===== config.mk =====
export PLATFORM = sky130hd
export DESIGN_NAME = l2_serdes
export DESIGN_NICKNAME = d
export VERILOG_FILES = /design/src/logic/l2_bus_pkg.sv /design/src/logic/l2_serdes.sv
export SDC_FILE = /design/constraint.sdc
export NUM_CORES = 1
export LEC_CHECK = 0
export BUFFER_PORTS_ARGS = -buffer_cell sky130_fd_sc_hd__buf_2
export CAP_MARGIN = 20
export CORE_AREA = 2 2 339 341
export CTS_CLUSTER_SIZE = 25
export DETAILED_ROUTE_END_ITERATION = 10
export DIE_AREA = 0 0 341 343
export MAX_ROUTING_LAYER = met4
export PLACE_DENSITY = 0.33
export SLEW_MARGIN = 40
export SYNTH_ARGS = -nofsm -noshare
export SYNTH_HDL_FRONTEND = slang
export SYNTH_SLANG_ARGS = --single-unit

===== constraint.sdc =====
create_clock -name i_clk -period 13.84 [get_ports i_clk]
set_input_delay 0.692 -clock i_clk [delete_from_list [all_inputs] [get_ports i_clk]]
set_output_delay 0.692 -clock i_clk [all_outputs]
set_load 0.005 [all_outputs]

===== src/logic/l2_bus_pkg.sv =====
package l2_bus_pkg;

    // Line and beat geometry
    localparam int LINE_W    = 256;
    localparam int BUS_W     = 64;
    localparam int LINE_B    = LINE_W / 8;
    localparam int BUS_B     = BUS_W / 8;
    localparam int BURST_LEN = LINE_W / BUS_W;    // Beats per line
    localparam int ADDR_W    = 32;

    typedef logic [LINE_W-1:0] line_t;
    typedef logic [LINE_B-1:0] line_strb_t;
    typedef logic [BUS_W-1:0]  beat_t;
    typedef logic [BUS_B-1:0]  beat_strb_t;

    typedef logic [7:0] len_t;     // Beats minus one
    typedef logic [2:0] size_t;    // 0=1B 1=2B 2=4B 3=8B 4=16B 5=32B

    typedef enum logic [1:0] {
        RESP_OKAY   = 2'b00,
        RESP_SLVERR = 2'b10
    } resp_t;

    // Largest size code that still fits in one line
    localparam size_t SIZE_LINE = 3'd5;

endpackage


===== src/logic/l2_serdes.sv =====
`timescale 1ns/1ns

module l2_serdes (
    input  logic                           i_clk,
    input  logic                           i_nrst,
    // L2 read request
    input  logic                           i_l2_ar_valid,
    output logic                           o_l2_ar_ready,
    input  logic [l2_bus_pkg::ADDR_W-1:0]  i_l2_ar_addr,
    input  l2_bus_pkg::size_t              i_l2_ar_size,
    // L2 write request, line taken with the address
    input  logic                           i_l2_aw_valid,
    output logic                           o_l2_aw_ready,
    input  logic [l2_bus_pkg::ADDR_W-1:0]  i_l2_aw_addr,
    input  l2_bus_pkg::size_t              i_l2_aw_size,
    input  l2_bus_pkg::line_t              i_l2_w_data,
    input  l2_bus_pkg::line_strb_t         i_l2_w_strb,
    output logic                           o_l2_w_ready,
    // L2 completions
    output logic                           o_l2_r_valid,
    input  logic                           i_l2_r_ready,
    output l2_bus_pkg::line_t              o_l2_r_data,
    output l2_bus_pkg::resp_t              o_l2_r_resp,
    output logic                           o_l2_r_last,
    output logic                           o_l2_b_valid,
    input  logic                           i_l2_b_ready,
    output l2_bus_pkg::resp_t              o_l2_b_resp,
    // Bus master side
    output logic                           o_ar_valid,
    input  logic                           i_ar_ready,
    output logic [l2_bus_pkg::ADDR_W-1:0]  o_ar_addr,
    output l2_bus_pkg::len_t               o_ar_len,
    output logic                           o_aw_valid,
    input  logic                           i_aw_ready,
    output logic [l2_bus_pkg::ADDR_W-1:0]  o_aw_addr,
    output l2_bus_pkg::len_t               o_aw_len,
    input  logic                           i_r_valid,
    output logic                           o_r_ready,
    input  l2_bus_pkg::beat_t              i_r_data,
    input  l2_bus_pkg::resp_t              i_r_resp,
    input  logic                           i_r_last,
    output logic                           o_w_valid,
    input  logic                           i_w_ready,
    output l2_bus_pkg::beat_t              o_w_data,
    output l2_bus_pkg::beat_strb_t         o_w_strb,
    output logic                           o_w_last,
    input  logic                           i_b_valid,
    output logic                           o_b_ready,
    input  l2_bus_pkg::resp_t              i_b_resp
);

    localparam int LINE_W = l2_bus_pkg::LINE_W;
    localparam int BUS_W  = l2_bus_pkg::BUS_W;
    localparam int LINE_B = l2_bus_pkg::LINE_B;
    localparam int BUS_B  = l2_bus_pkg::BUS_B;
    localparam int NBEAT  = l2_bus_pkg::BURST_LEN;

    typedef enum logic [1:0] {ST_IDLE, ST_READ, ST_WRITE} state_t;

    state_t                 state;
    l2_bus_pkg::len_t       rem;        // Beats left after the current one
    logic [NBEAT-1:0]       rmux;       // One-hot lane for the next read beat
    l2_bus_pkg::line_t      line_q;
    l2_bus_pkg::line_strb_t strb_q;
    l2_bus_pkg::line_t      line_merged;
    logic                   b_wait;
    logic                   r_err;      // Sticky error over the read burst
    logic                   ar_fire, aw_fire, r_fire, w_fire, last_beat;

    function automatic l2_bus_pkg::len_t size2len(input l2_bus_pkg::size_t size);
        l2_bus_pkg::len_t len;
        case (size)
            3'd4:                  len = 8'd1;
            l2_bus_pkg::SIZE_LINE: len = 8'(NBEAT - 1);
            default:               len = 8'd0;    // Single beat of the same size
        endcase
        return len;
    endfunction

    // Requests go straight to the bus, a read wins over a write
    assign o_ar_valid    = i_l2_ar_valid;
    assign o_ar_addr     = i_l2_ar_addr;
    assign o_ar_len      = size2len(i_l2_ar_size);
    assign o_aw_valid    = i_l2_aw_valid & ~i_l2_ar_valid;
    assign o_aw_addr     = i_l2_aw_addr;
    assign o_aw_len      = size2len(i_l2_aw_size);
    assign o_l2_ar_ready = i_ar_ready;
    assign o_l2_aw_ready = i_aw_ready & ~i_l2_ar_valid;

    assign ar_fire   = (state == ST_IDLE) & i_l2_ar_valid & i_ar_ready;
    assign aw_fire   = (state == ST_IDLE) & i_l2_aw_valid & o_l2_aw_ready;
    assign r_fire    = (state == ST_READ) & i_r_valid & i_l2_r_ready;
    assign w_fire    = o_w_valid & i_w_ready;
    assign last_beat = (rem == '0);

    // Current beat dropped into its lane
    always_comb begin
        line_merged = line_q;
        for (int i = 0; i < NBEAT; i++) begin
            if (rmux[i]) begin
                line_merged[i*BUS_W +: BUS_W] = i_r_data;
            end
        end
    end

    assign o_r_ready    = i_l2_r_ready;
    assign o_l2_r_valid = r_fire & last_beat;
    assign o_l2_r_last  = o_l2_r_valid;
    assign o_l2_r_data  = line_merged;
    assign o_l2_r_resp  = (r_err || i_r_resp != l2_bus_pkg::RESP_OKAY) ?
                          l2_bus_pkg::RESP_SLVERR : l2_bus_pkg::RESP_OKAY;

    assign o_w_valid    = (state == ST_WRITE);
    assign o_w_last     = o_w_valid & last_beat;
    assign o_w_data     = line_q[BUS_W-1:0];
    assign o_w_strb     = strb_q[BUS_B-1:0];
    assign o_l2_w_ready = w_fire & last_beat;

    assign o_b_ready    = i_l2_b_ready;
    assign o_l2_b_valid = i_b_valid & b_wait;    // Only answers our own write
    assign o_l2_b_resp  = i_b_resp;

    always_ff @(posedge i_clk or negedge i_nrst) begin
        if (!i_nrst) begin
            state  <= ST_IDLE;
            rem    <= '0;
            rmux   <= '0;
            r_err  <= 1'b0;
            b_wait <= 1'b0;
        end else begin
            case (state)
                ST_IDLE: begin
                    if (ar_fire) begin
                        state <= ST_READ;
                        rem   <= o_ar_len;
                        rmux  <= NBEAT'(1);
                        r_err <= 1'b0;
                    end else if (aw_fire) begin
                        state <= ST_WRITE;
                        rem   <= o_aw_len;
                    end
                end
                ST_READ: begin
                    if (r_fire) begin
                        rmux  <= {rmux[NBEAT-2:0], 1'b0};
                        r_err <= r_err | (i_r_resp != l2_bus_pkg::RESP_OKAY);
                        if (last_beat) begin
                            state <= ST_IDLE;
                        end else begin
                            rem <= rem - 8'd1;
                        end
                    end
                end
                ST_WRITE: begin
                    if (w_fire) begin
                        if (last_beat) begin
                            state <= ST_IDLE;
                        end else begin
                            rem <= rem - 8'd1;
                        end
                    end
                end
                default: state <= ST_IDLE;
            endcase

            if (o_l2_w_ready) begin
                b_wait <= 1'b1;
            end else if (i_b_valid && i_l2_b_ready) begin
                b_wait <= 1'b0;
            end
        end
    end

    // Line and strobes, shifted down one beat per accepted write beat
    always_ff @(posedge i_clk) begin
        if (r_fire) begin
            line_q <= line_merged;
        end else if (aw_fire) begin
            line_q <= i_l2_w_data;
            strb_q <= i_l2_w_strb;
        end else if (w_fire) begin
            line_q <= {{BUS_W{1'b0}}, line_q[LINE_W-1:BUS_W]};
            strb_q <= {{BUS_B{1'b0}}, strb_q[LINE_B-1:BUS_B]};
        end
    end

    a_size_ok: assert property (@(posedge i_clk) disable iff (!i_nrst)
        (i_l2_ar_valid |-> i_l2_ar_size <= l2_bus_pkg::SIZE_LINE) and
        (i_l2_aw_valid |-> i_l2_aw_size <= l2_bus_pkg::SIZE_LINE));

    a_r_pulse: assert property (@(posedge i_clk) disable iff (!i_nrst)
        o_l2_r_valid |=> !o_l2_r_valid);

    // Slave burst end agrees with our own beat count
    a_r_last_match: assert property (@(posedge i_clk) disable iff (!i_nrst)
        r_fire |-> (i_r_last == last_beat));

endmodule


==> results.yml, run 1 <==
status:
  outcome: "finished, final reports clean"
power:
  seq_power_share_pct: 44.1
  p_total_mw: 2.47
  ir_drop_mv: 0.0756
  p_clk_share_pct: 43.6
  p_sw_mw: 0.662
  cellPowerDensity_nw_per_um2: 102
  p_int_mw: 1.81
  p_comb_share_pct: 12.3
  p_sw_share_pct: 26.8
  leakagePower_nw: 9.61
logic_synthesis:
  avgSynthCellArea_um2: 9.92
  synth_top_area_cell: "edfxtp_1"
  synth_most_common_cell: "nand2_1"
  ys_ff_latch: 304
  ys.flop_type: "edfxtp_1"
  synth_cells: 1877
  seq_area_frac_synth_pct: 48.6
  synth.top_cell.area_share_pct: 46.4
  yosys_warnings: 0
  async_reset_ff_share_pct: 5.26
  netlist_area_um2: 18600
  synth.distinct_cells: 44
  yosys-top-cells-count: "nand2_1 (464), edfxtp_1 (288), mux2_2 (257), nor2_1 (200), a31oi_1 (194)"
  yosys-top-cells-area: "edfxtp_1 (46%), mux2_2 (16%), nand2_1 (9.4%)"
  synth_edf_count: 288
worst_setup_path:
  required_ns: 14.06
  end_kind: "register"
  crit_type: "reg2reg"
  cp-start-kind: "register"
  arrival_ns: 4.16
  r2r_slack_ns: 9.91
  worst-path-max-fanout: 62
routing:
  drtPass1Iterations: 5
  ant_nets: 0
  viasPerCell: 4.16
  drtIter0Drc: 751
  drc: 0
  via_count: 16400
  wl_per_cell_um: 21.3
  routed_wl_um: 84100
global_route:
  grt.total_usage_pct: 14.0
  grt_pass1_wl_um: 119000
  grt_pass1_vias: 17100
  antenna_found_initial: 21
  grt_max_degree: 101
  gr-total-overflow: 0
timing:
  slew_viol_final: 0
  finalClockSkew_ns: 0.0235
  worst_pin_slew_ns: 0.810
  hold_ws_ns: 0.347
  fmax_ghz: 0.254
  slew_headroom_pct: 46.0
  hold_viol: 0
  final-setup-viol-count: 0
  fin_crit_ns: 3.93
  period_share_pct: 28.4
  fin_ws_ns: 9.91
  rsz0062_at_grt: "no"
  setup_tns_ns: 0
flow_run:
  drv_cap: 0
place:
  place_hpwl_um: 60500
  pre_cts_slack_ns: 9.91
  dpl_cell_area_um2: 22700
  place.port_buffers: 715
  globalplace.congestion: 0.893
  dp.cells: 3846
finish:
  fin_util_pct: 21.2
  nets: 2826
  synthToLayoutAreaGrowth_pct: 29.4
  drive_gt1_share_pct: 44.0
  finalInstanceArea_um2: 24100
  fillCellCount: 12700
  fin_cells: 3945
clock_network:
  cts_tree: "yes"
  clock_path_buffers: 3
  clockRootBuffer: "clkbuf_16"
  cts_num_sinks: 304
  numCtsBuffers: 44
  cts.htree.levels: 2
  post_cts_buffers: 0
  clkTransAtPathRegs_ns: 0.05
  clk_latency_ns: 0.61
floorplanning:
  rows: 124
  core_um2: 113000
  fp.dieW_um: 341
  die_h_um: 343
  ioPinCount: 862
  dieArea_um2: 117000
  start_util_pct: 16.4
min_path:
  min_path_type: "in2reg"
-- worst max-delay path, cell delays in order, from the launching register on --
cell and delay [ns]:
dfrtp_1 0.42, inv_1 0.11, ha_1 0.43, nand3_4 0.64, nand3_4 0.50, buf_4 0.67, buf_6 0.57
-- state kept, by name, indices dropped and copies added, names as in the netlist --
signal and flops:
line_q 256, strb_q 32, rem 8, rmux 4, state 2, b_wait 1
r_err 1
-- power groups by stage --
stage / Sequential (mW) / Combinational, mW / Clock (mW)
floorplan: 1.11 / 0.170 / 0
global placement: 1.11 / 0.305 / 0
detailed placement: 1.11 / 0.309 / 0
CTS: 1.09 / 0.310 / 1.13
global route: 1.09 / 0.335 / 1.16
finish: 1.09 / 0.304 / 1.08
-- routing by layer --
metal	vias to the layer above	global-route usage, %	wire length [um]
met5	-	-	0
met1	8004	15.6	33500
li1	7607	-	-
met2	667	23.4	40900
met4	0	5.44	2980
met3	146	4.32	6770
-- placed cells by master, fill, tap and decap left out, types with 9 or more instances in the layout --
| master | n |
|---|---|
| a22o_1 | 71 |
| a31oi_1 | 194 |
| and2_1 | 9 |
| buf_2 | 715 |
| buf_4 | 12 |
| clkbuf_1 | 10 |
| clkbuf_16 | 45 |
| clkinv_1 | 14 |
| conb_1 | 13 |
| dfrtp_1 | 12 |
| diode_2 | 20 |
| edfxtp_1 | 288 |
| mux2_2 | 257 |
| nand2_1 | 464 |
| nor2_1 | 199 |
| o21ai_0 | 9 |
-- cell families (layout without fill, tap and decap cells) --
family / count (synthesis) / after routing / synth area share [%]
other: 1 / 33 / 0.0201
buffers and inverters: 301 / 825 / 9.37
adder cells (fa/ha/maj): 7 / 7 / 0.470
AO/OA/AOI/OAI: 300 / 300 / 11.1
multiplexers: 258 / 258 / 15.6
AND/OR/NAND/NOR: 706 / 706 / 14.8
flip-flops: 304 / 304 / 48.6
-- final timing paths --
path | start | end | cells after the start
max | state[1] | line_q[228] | 6
min | i_l2_w_strb[5] | strb_q[5] | 3
max reg2reg | state[1] | line_q[228] | 6
min reg2reg | b_wait | b_wait | 1
max in group asynchronous | i_nrst | rmux[1] | 2
min in group asynchronous | i_nrst | b_wait | 2
-- area by class of cell --
type / instances / area [um^2] / share of cell area, %
Clock inverter: 23 / 136 / 0.566
Timing Repair Buffer: 739 / 3840 / 16.0
Antenna cell: 20 / 50.0 / 0.208
Multi-Input combinational cell: 1284 / 7920 / 32.9
Inverter: 8 / 30.0 / 0.125
Tap cell: 1512 / 1890 / 7.85
Clock buffer: 55 / 1160 / 4.83
Sequential cell: 304 / 9060 / 37.6
-- what timing repair did --
item,4_1_cts,5_1_grt
setup endpoints to repair,0,0
hold buffers,1,0
gates resized for setup,0,0
endpoints found under the hold margin,16,0
Note: power is estimated with default switching activity, not from simulation.
==> inputs of run 2 (changes only) <==
ABC_AREA = 1   (was default)
CORE_AREA = 2 2 335 337   (was 2 2 339 341)
DIE_AREA = 0 0 337 339   (was 0 0 341 343)
PLACE_DENSITY = 0.34   (was 0.33)
clock period = 3.8 ns   (was 13.84 ns; I/O delays follow)
==> results.yml, run 2 <==
logic_synthesis:
  synth.distinct_cells: 27
  synth_cells: 2566
  ys_ff_latch: 304
  netlist_area_um2: 19300
  yosys-top-cells-area: "edfxtp_1 (45%), nand2_1 (20%), o21ai_0 (13%)"
  avgSynthCellArea_um2: 7.50
  synth_top_area_cell: "edfxtp_1"
  synth_edf_count: 288
  synthXorXnorAreaFrac_pct: 0.0910
  yosys_warnings: 0
  async_reset_ff_share_pct: 5.26
  synthMuxAreaShare_pct: 0.936
  synth_simple_gate_area_share_pct: 23.5
  synth.top_cell.area_share_pct: 44.9
  ys.flop_type: "edfxtp_1"
  synth_top_family_by_area: "simple AND/OR/NAND/NOR gates"
  yosys-top-cells-count: "nand2_1 (1,042), o21ai_0 (507), edfxtp_1 (288), inv_1 (201), buf_4 (157)"
  synth_most_common_cell: "nand2_1"
  synth-compound-area-share_pct: 14.2
  seq_area_frac_synth_pct: 47.0
  synth_fa_ha_area_share_pct: 0.455
power:
  leakagePower_nw: 12.4
  ir_drop_mv: 0.304
  seq_power_share_pct: 34.2
  cellPowerDensity_nw_per_um2: 591
  p_sw_mw: 6.49
  p_total_mw: 16.4
  p_clk_share_pct: 24.6
  p_sw_share_pct: 39.6
  p_int_mw: 9.90
  p_comb_share_pct: 41.3
clock_network:
  cts_tree: "yes"
  clk_latency_ns: 0.60
  cts.htree.levels: 2
  numCtsBuffers: 45
  post_cts_buffers: 0
  cts_num_sinks: 304
  cts.repair.resized: 0
  clock_path_buffers: 3
  clockRootBuffer: "clkbuf_16"
  clkTransAtPathRegs_ns: 0.06
floorplanning:
  dieArea_um2: 114000
  core_um2: 110000
  fp.dieW_um: 337
  rows: 122
  die_h_um: 339
  start_util_pct: 17.4
  ioPinCount: 862
global_route:
  grt.total_usage_pct: 15.5
  gr-total-overflow: 0
  grt_max_degree: 120
  grt_pass1_vias: 19500
  grt_pass1_wl_um: 129000
  antenna_found_initial: 8
timing:
  slew_viol_final: 0
  final-setup-viol-count: 0
  slew_headroom_pct: 46.6
  rsz0062_at_grt: "no"
  fmax_ghz: 0.326
  worst_pin_slew_ns: 0.801
  finalClockSkew_ns: 0.0237
  hold_ws_ns: 0.0528
  fin_crit_ns: 3.07
  hold_viol: 0
  period_share_pct: 80.8
min_path:
  min_to: "r_err"
  whs_path_depth: 4
  min_path_type: "in2reg"
  hold_path_startpoint: "i_r_resp[0]"
worst_setup_path:
  max_stage_delay_ns: 0.59
  cp_slowest_cell: "inv_8"
  r2r_slack_ns: 0.73
  timing.rr.end: "line_q[21]"
  crit_type: "reg2reg"
  required_ns: 4.14
  crit_chain: "inv_2 -> ha_2 -> nand3_4 -> inv_8 -> buf_12 -> o21ai_0 -> dlygate4sd3_1"
  cp-start-kind: "register"
  arrival_ns: 3.41
  r2r_start: "state[1]"
  worst-path-max-fanout: 89
  rr_worst_depth: 7
  end_kind: "register"
finish:
  final-seq-area_um2: 9060
  fillCellCount: 12400
  drive_gt1_share_pct: 25.3
  layout_common_cells: "nand2_1 (1,041), buf_2 (715), o21ai_0 (506)"
  layout_commonest_cell: "nand2_1"
  synthToLayoutAreaGrowth_pct: 44.1
  multiInputGateArea_um2: 7650
  reg.largest.list: "line_q (256), strb_q (32), rem (8)"
  fin_util_pct: 25.1
  fin_cells: 4882
  finalInstanceArea_um2: 27700
  nets: 3800
  largest_reg_flops: 256
  largest_register: "line_q"
flow_run:
  drv_cap: 0
routing:
  via_count: 19500
  viasPerCell: 3.99
  ant_nets: 0
  drtPass1Iterations: 5
  wl_per_cell_um: 18.4
  drtIter0Drc: 1000
  routed_wl_um: 89900
  drc: 0
status:
  outcome: "finished, final reports clean"
place:
  place_hpwl_um: 64200
  place.port_buffers: 715
  dp.cells: 4512
  dpl_cell_area_um2: 23500
  globalplace.congestion: 0.787
[run 2: cell count changes in the layout (fill, tap and decap cells not counted), sizes merged, moves of 27 or more]
| cell | before | now |
|---|---|---|
| dlygate4sd3 | 1 | 284 |
| a22o | 71 | 0 |
| mux2 | 257 | 16 |
| nand3 | 4 | 72 |
| a31oi | 194 | 27 |
| o21ai | 9 | 508 |
| inv | 11 | 205 |
| nor2 | 200 | 56 |
| nand2 | 464 | 1042 |
| buf | 738 | 765 |
[run 2: cell type report]
class	instances	share of cell area, %
tap	1488	6.71
inverter	205	2.84
sequential	304	32.7
clock buffer	61	4.31
timing repair buffer	1049	25.3
clock inverter	17	0.487
antenna	8	0.0722
multi-input combinational	1750	27.6
[run 2: through the flow]
stage	setup TNS (ns)	setup WS [ns]
finish	0	0.731
floorplan	-32.21	-0.126
CTS	0	0.707
global placement	0	0.864
global route	0	0.559
detailed placement	0	1.17
[run 2: layer usage]
| layer | track usage [%] | vias up | part of all wire [%] | wire, um |
|---|---|---|---|---|
| li1 | - | 9812 | - | - |
| met1 | 18.4 | 8917 | 43 | 38300 |
| met2 | 26.1 | 630 | 48 | 43300 |
| met3 | 3.56 | 113 | 6.6 | 5900 |
| met4 | 4.70 | 0 | 2.6 | 2360 |
| met5 | - | - | 0 | 0 |
[run 2: logic make-up after synthesis]
kind of cell	Yosys count
XOR/XNOR	2
buffers and inverters	524
AND/OR/NAND/NOR	1174
multiplexers	16
adder cells (fa/ha/maj)	7
AO/OA/AOI/OAI	538
flip-flops	304
other	1
[run 2: worst max path at each step]
| stage | endpoint | from | slack, ns |
|---|---|---|---|
| 2_1_floorplan | line_q[0] | state[0] | -0.13 |
| 3_3_place_gp | line_q[8] | rmux[0] | 0.86 |
| 3_5_place_dp | line_q[63] | state[1] | 1.17 |
| 4_1_cts | line_q[21] | state[1] | 0.71 |
| 5_1_grt | line_q[21] | state[1] | 0.56 |
| 6_report | line_q[21] | state[1] | 0.73 |
[run 2: critical path, delay by kind of cell (launching register included)]
| kind | cells | cell delay [ns] |
|---|---|---|
| buffers and inverters | 4 | 1.55 |
| DFF | 1 | 0.41 |
| and+or+nand+nor | 1 | 0.34 |
| AOI/OAI and AO/OA | 1 | 0.11 |
| adders and majority gates | 1 | 0.28 |
[run 2: timing repair]
action | 4_1_cts | 5_1_grt
endpoints found under the setup margin | 0 | 0
hold buffers | 284 | 0
hold endpoints to repair | 291 | 0
[run 2: power by group through the flow]
stage / registers [mW] / logic [mW] / clock network (mW)
6_report: 5.60 / 6.76 / 4.03
5_1_grt: 5.71 / 7.61 / 4.30
4_1_cts: 5.62 / 6.94 / 4.21
3_5_place_dp: 5.67 / 6.64 / 0
3_3_place_gp: 5.66 / 6.67 / 0
2_1_floorplan: 5.51 / 3.77 / 0
==> inputs of run 3 (changes only) <==
CORE_AREA = 2 2 339 341   (was 2 2 335 337)
DIE_AREA = 0 0 341 343   (was 0 0 337 339)
clock period = 2.5 ns   (was 3.8 ns; I/O delays follow)
==> results.yml, run 3 (synthesis results as in run 2) <==
worst_setup_path:
  crit_chain: "inv_2 -> ha_2 -> nand3_4 -> inv_8 -> buf_16 -> o21ai_0 -> dlygate4sd3_1"
  arrival_ns: 2.71
  crit_type: "reg2reg"
  end_kind: "register"
  worst-path-max-fanout: 57
  required_ns: 2.84
  max_stage_delay_ns: 0.56
  cp_slowest_cell: "dlygate4sd3_1"
  cp-start-kind: "register"
routing:
  viasPerCell: 3.96
  drc: 0
  ant_nets: 0
  via_count: 19800
  wl_per_cell_um: 18.5
  routed_wl_um: 92600
  drtIter0Drc: 915
  drtPass1Iterations: 5
timing:
  slew_headroom_pct: 52.3
  hold_viol: 0
  fmax_ghz: 0.422
  setup_tns_ns: 0
  fin_crit_ns: 2.37
  period_share_pct: 94.9
  final-setup-viol-count: 0
  hold_ws_ns: 0.0557
  finalClockSkew_ns: 0.0246
  worst_pin_slew_ns: 0.708
  slew_viol_final: 0
flow_run:
  drv_cap: 0
power:
  p_sw_share_pct: 39.7
  p_total_mw: 25.2
  ir_drop_mv: 0.444
  cellPowerDensity_nw_per_um2: 873
  seq_power_share_pct: 32.9
  leakagePower_nw: 13.0
  p_clk_share_pct: 23.4
  p_sw_mw: 10.0
  p_int_mw: 15.2
  p_comb_share_pct: 43.7
global_route:
  grt.total_usage_pct: 15.3
  grt_pass1_vias: 19600
  grt_pass1_wl_um: 130000
  gr-total-overflow: 0
  grt_max_degree: 86
  antenna_found_initial: 6
finish:
  layout_commonest_cell: "nand2_1"
  reg.largest.list: "line_q (256), strb_q (32), rem (8)"
  nets: 3898
  fin_cells: 5001
  layout_common_cells: "nand2_1 (1,041), buf_2 (716), o21ai_0 (507)"
  largest_reg_flops: 256
  largest_register: "line_q"
  synthToLayoutAreaGrowth_pct: 50.1
  drive_gt1_share_pct: 25.6
floorplanning:
  ioPinCount: 862
  dieArea_um2: 117000
  core_um2: 113000
  start_util_pct: 17.0
  fp.dieW_um: 341
  rows: 124
  die_h_um: 343
clock_network:
  cts_tree: "yes"
  clock_path_buffers: 3
  clk_latency_ns: 0.60
  numCtsBuffers: 43
  clockRootBuffer: "clkbuf_16"
  clkTransAtPathRegs_ns: 0.06
  cts_num_sinks: 304
  cts.htree.levels: 2
status:
  outcome: "finished, final reports clean"
place:
  place_hpwl_um: 65900
  place.port_buffers: 715
  dp.cells: 4558
  globalplace.congestion: 0.830
min_path:
  min_path_type: "in2reg"
run 3: changes by cell type in the layout (fill, tap and decap cells not counted), moves of 2 or more:
cell and delta:
clkbuf_16 +2, clkinv_1 +6, buf_4 +14, buf_12 +9, clkbuf_1 -10, clkinv_2 +4
dlygate4sd3_1 +66, inv_6 -2, diode_2 -2, buf_16 +5
run 3: power by group through the flow:
stage / clock (mW) / combinational [mW] / sequential [mW]
3_3_place_gp: 0 / 10.7 / 8.40
6_report: 5.90 / 11.0 / 8.30
5_1_grt: 6.35 / 12.4 / 8.46
2_1_floorplan: 0 / 5.73 / 8.38
3_5_place_dp: 0 / 10.7 / 8.39
4_1_cts: 6.18 / 11.2 / 8.31
run 3: area by class of cell:
cell class / instances / area, um^2
Antenna cell: 6 / 15.0
Clock buffer: 49 / 1120
Clock inverter: 26 / 159
Fill cell: 12700 / 84500
Inverter: 205 / 791
Multi-Input combinational cell: 1750 / 7650
Sequential cell: 304 / 9060
Tap cell: 1512 / 1890
Timing Repair Buffer: 1149 / 8210
run 3: metal layers:
metal | vias up | wire (um) | track usage, % | part of all wire [%]
met5 | - | 0 | - | 0
met4 | 0 | 2540 | 4.83 | 2.7
met3 | 127 | 5750 | 3.34 | 6.2
met2 | 651 | 44100 | 25.1 | 48
met1 | 9040 | 40200 | 18.6 | 43
li1 | 10000 | - | - | -
run 3: what timing repair did:
action                                  4_1_cts  5_1_grt
hold buffers                                351        0
gates resized for setup                       0       11
endpoints found under the setup margin        0        9
endpoints found under the hold margin       306        0
setup buffers                                 0        8
run 3: through the flow:
stage / instance area [um^2] / setup slack (ns) / util [%]
2_1_floorplan: 19400 / -1.43 / -
3_3_place_gp: 23900 / 0.181 / 21.0
3_5_place_dp: 23900 / 0.188 / 21.1
4_1_cts: 28700 / 0.00802 / 25.3
5_1_grt: 28900 / -0.00162 / 25.5
6_report: 28900 / 0.128 / 25.5
run 3: path summary, 6_finish.rpt:
check,from,slack [ns],cells after the start,to
max reg2reg,state[1],0.13,7,line_q[51]
min in group asynchronous,i_nrst,0.12,3,b_wait
max,state[1],0.13,7,line_q[51]
min,i_r_data[48],0.06,5,line_q[48]
max in group asynchronous,i_nrst,2.00,3,rmux[1]
min reg2reg,rem[0],0.48,2,rem[0]
run 3: worst max-delay path, delay by kind of cell, from the launching register on:
kind                     cells  cell delay [ns]
AO/OA/AOI/OAI                1             0.12
flip-flops                   1             0.42
AND/OR/NAND/NOR              1             0.19
buffers and inverters        4             1.05
adder cells (fa/ha/maj)      1             0.28
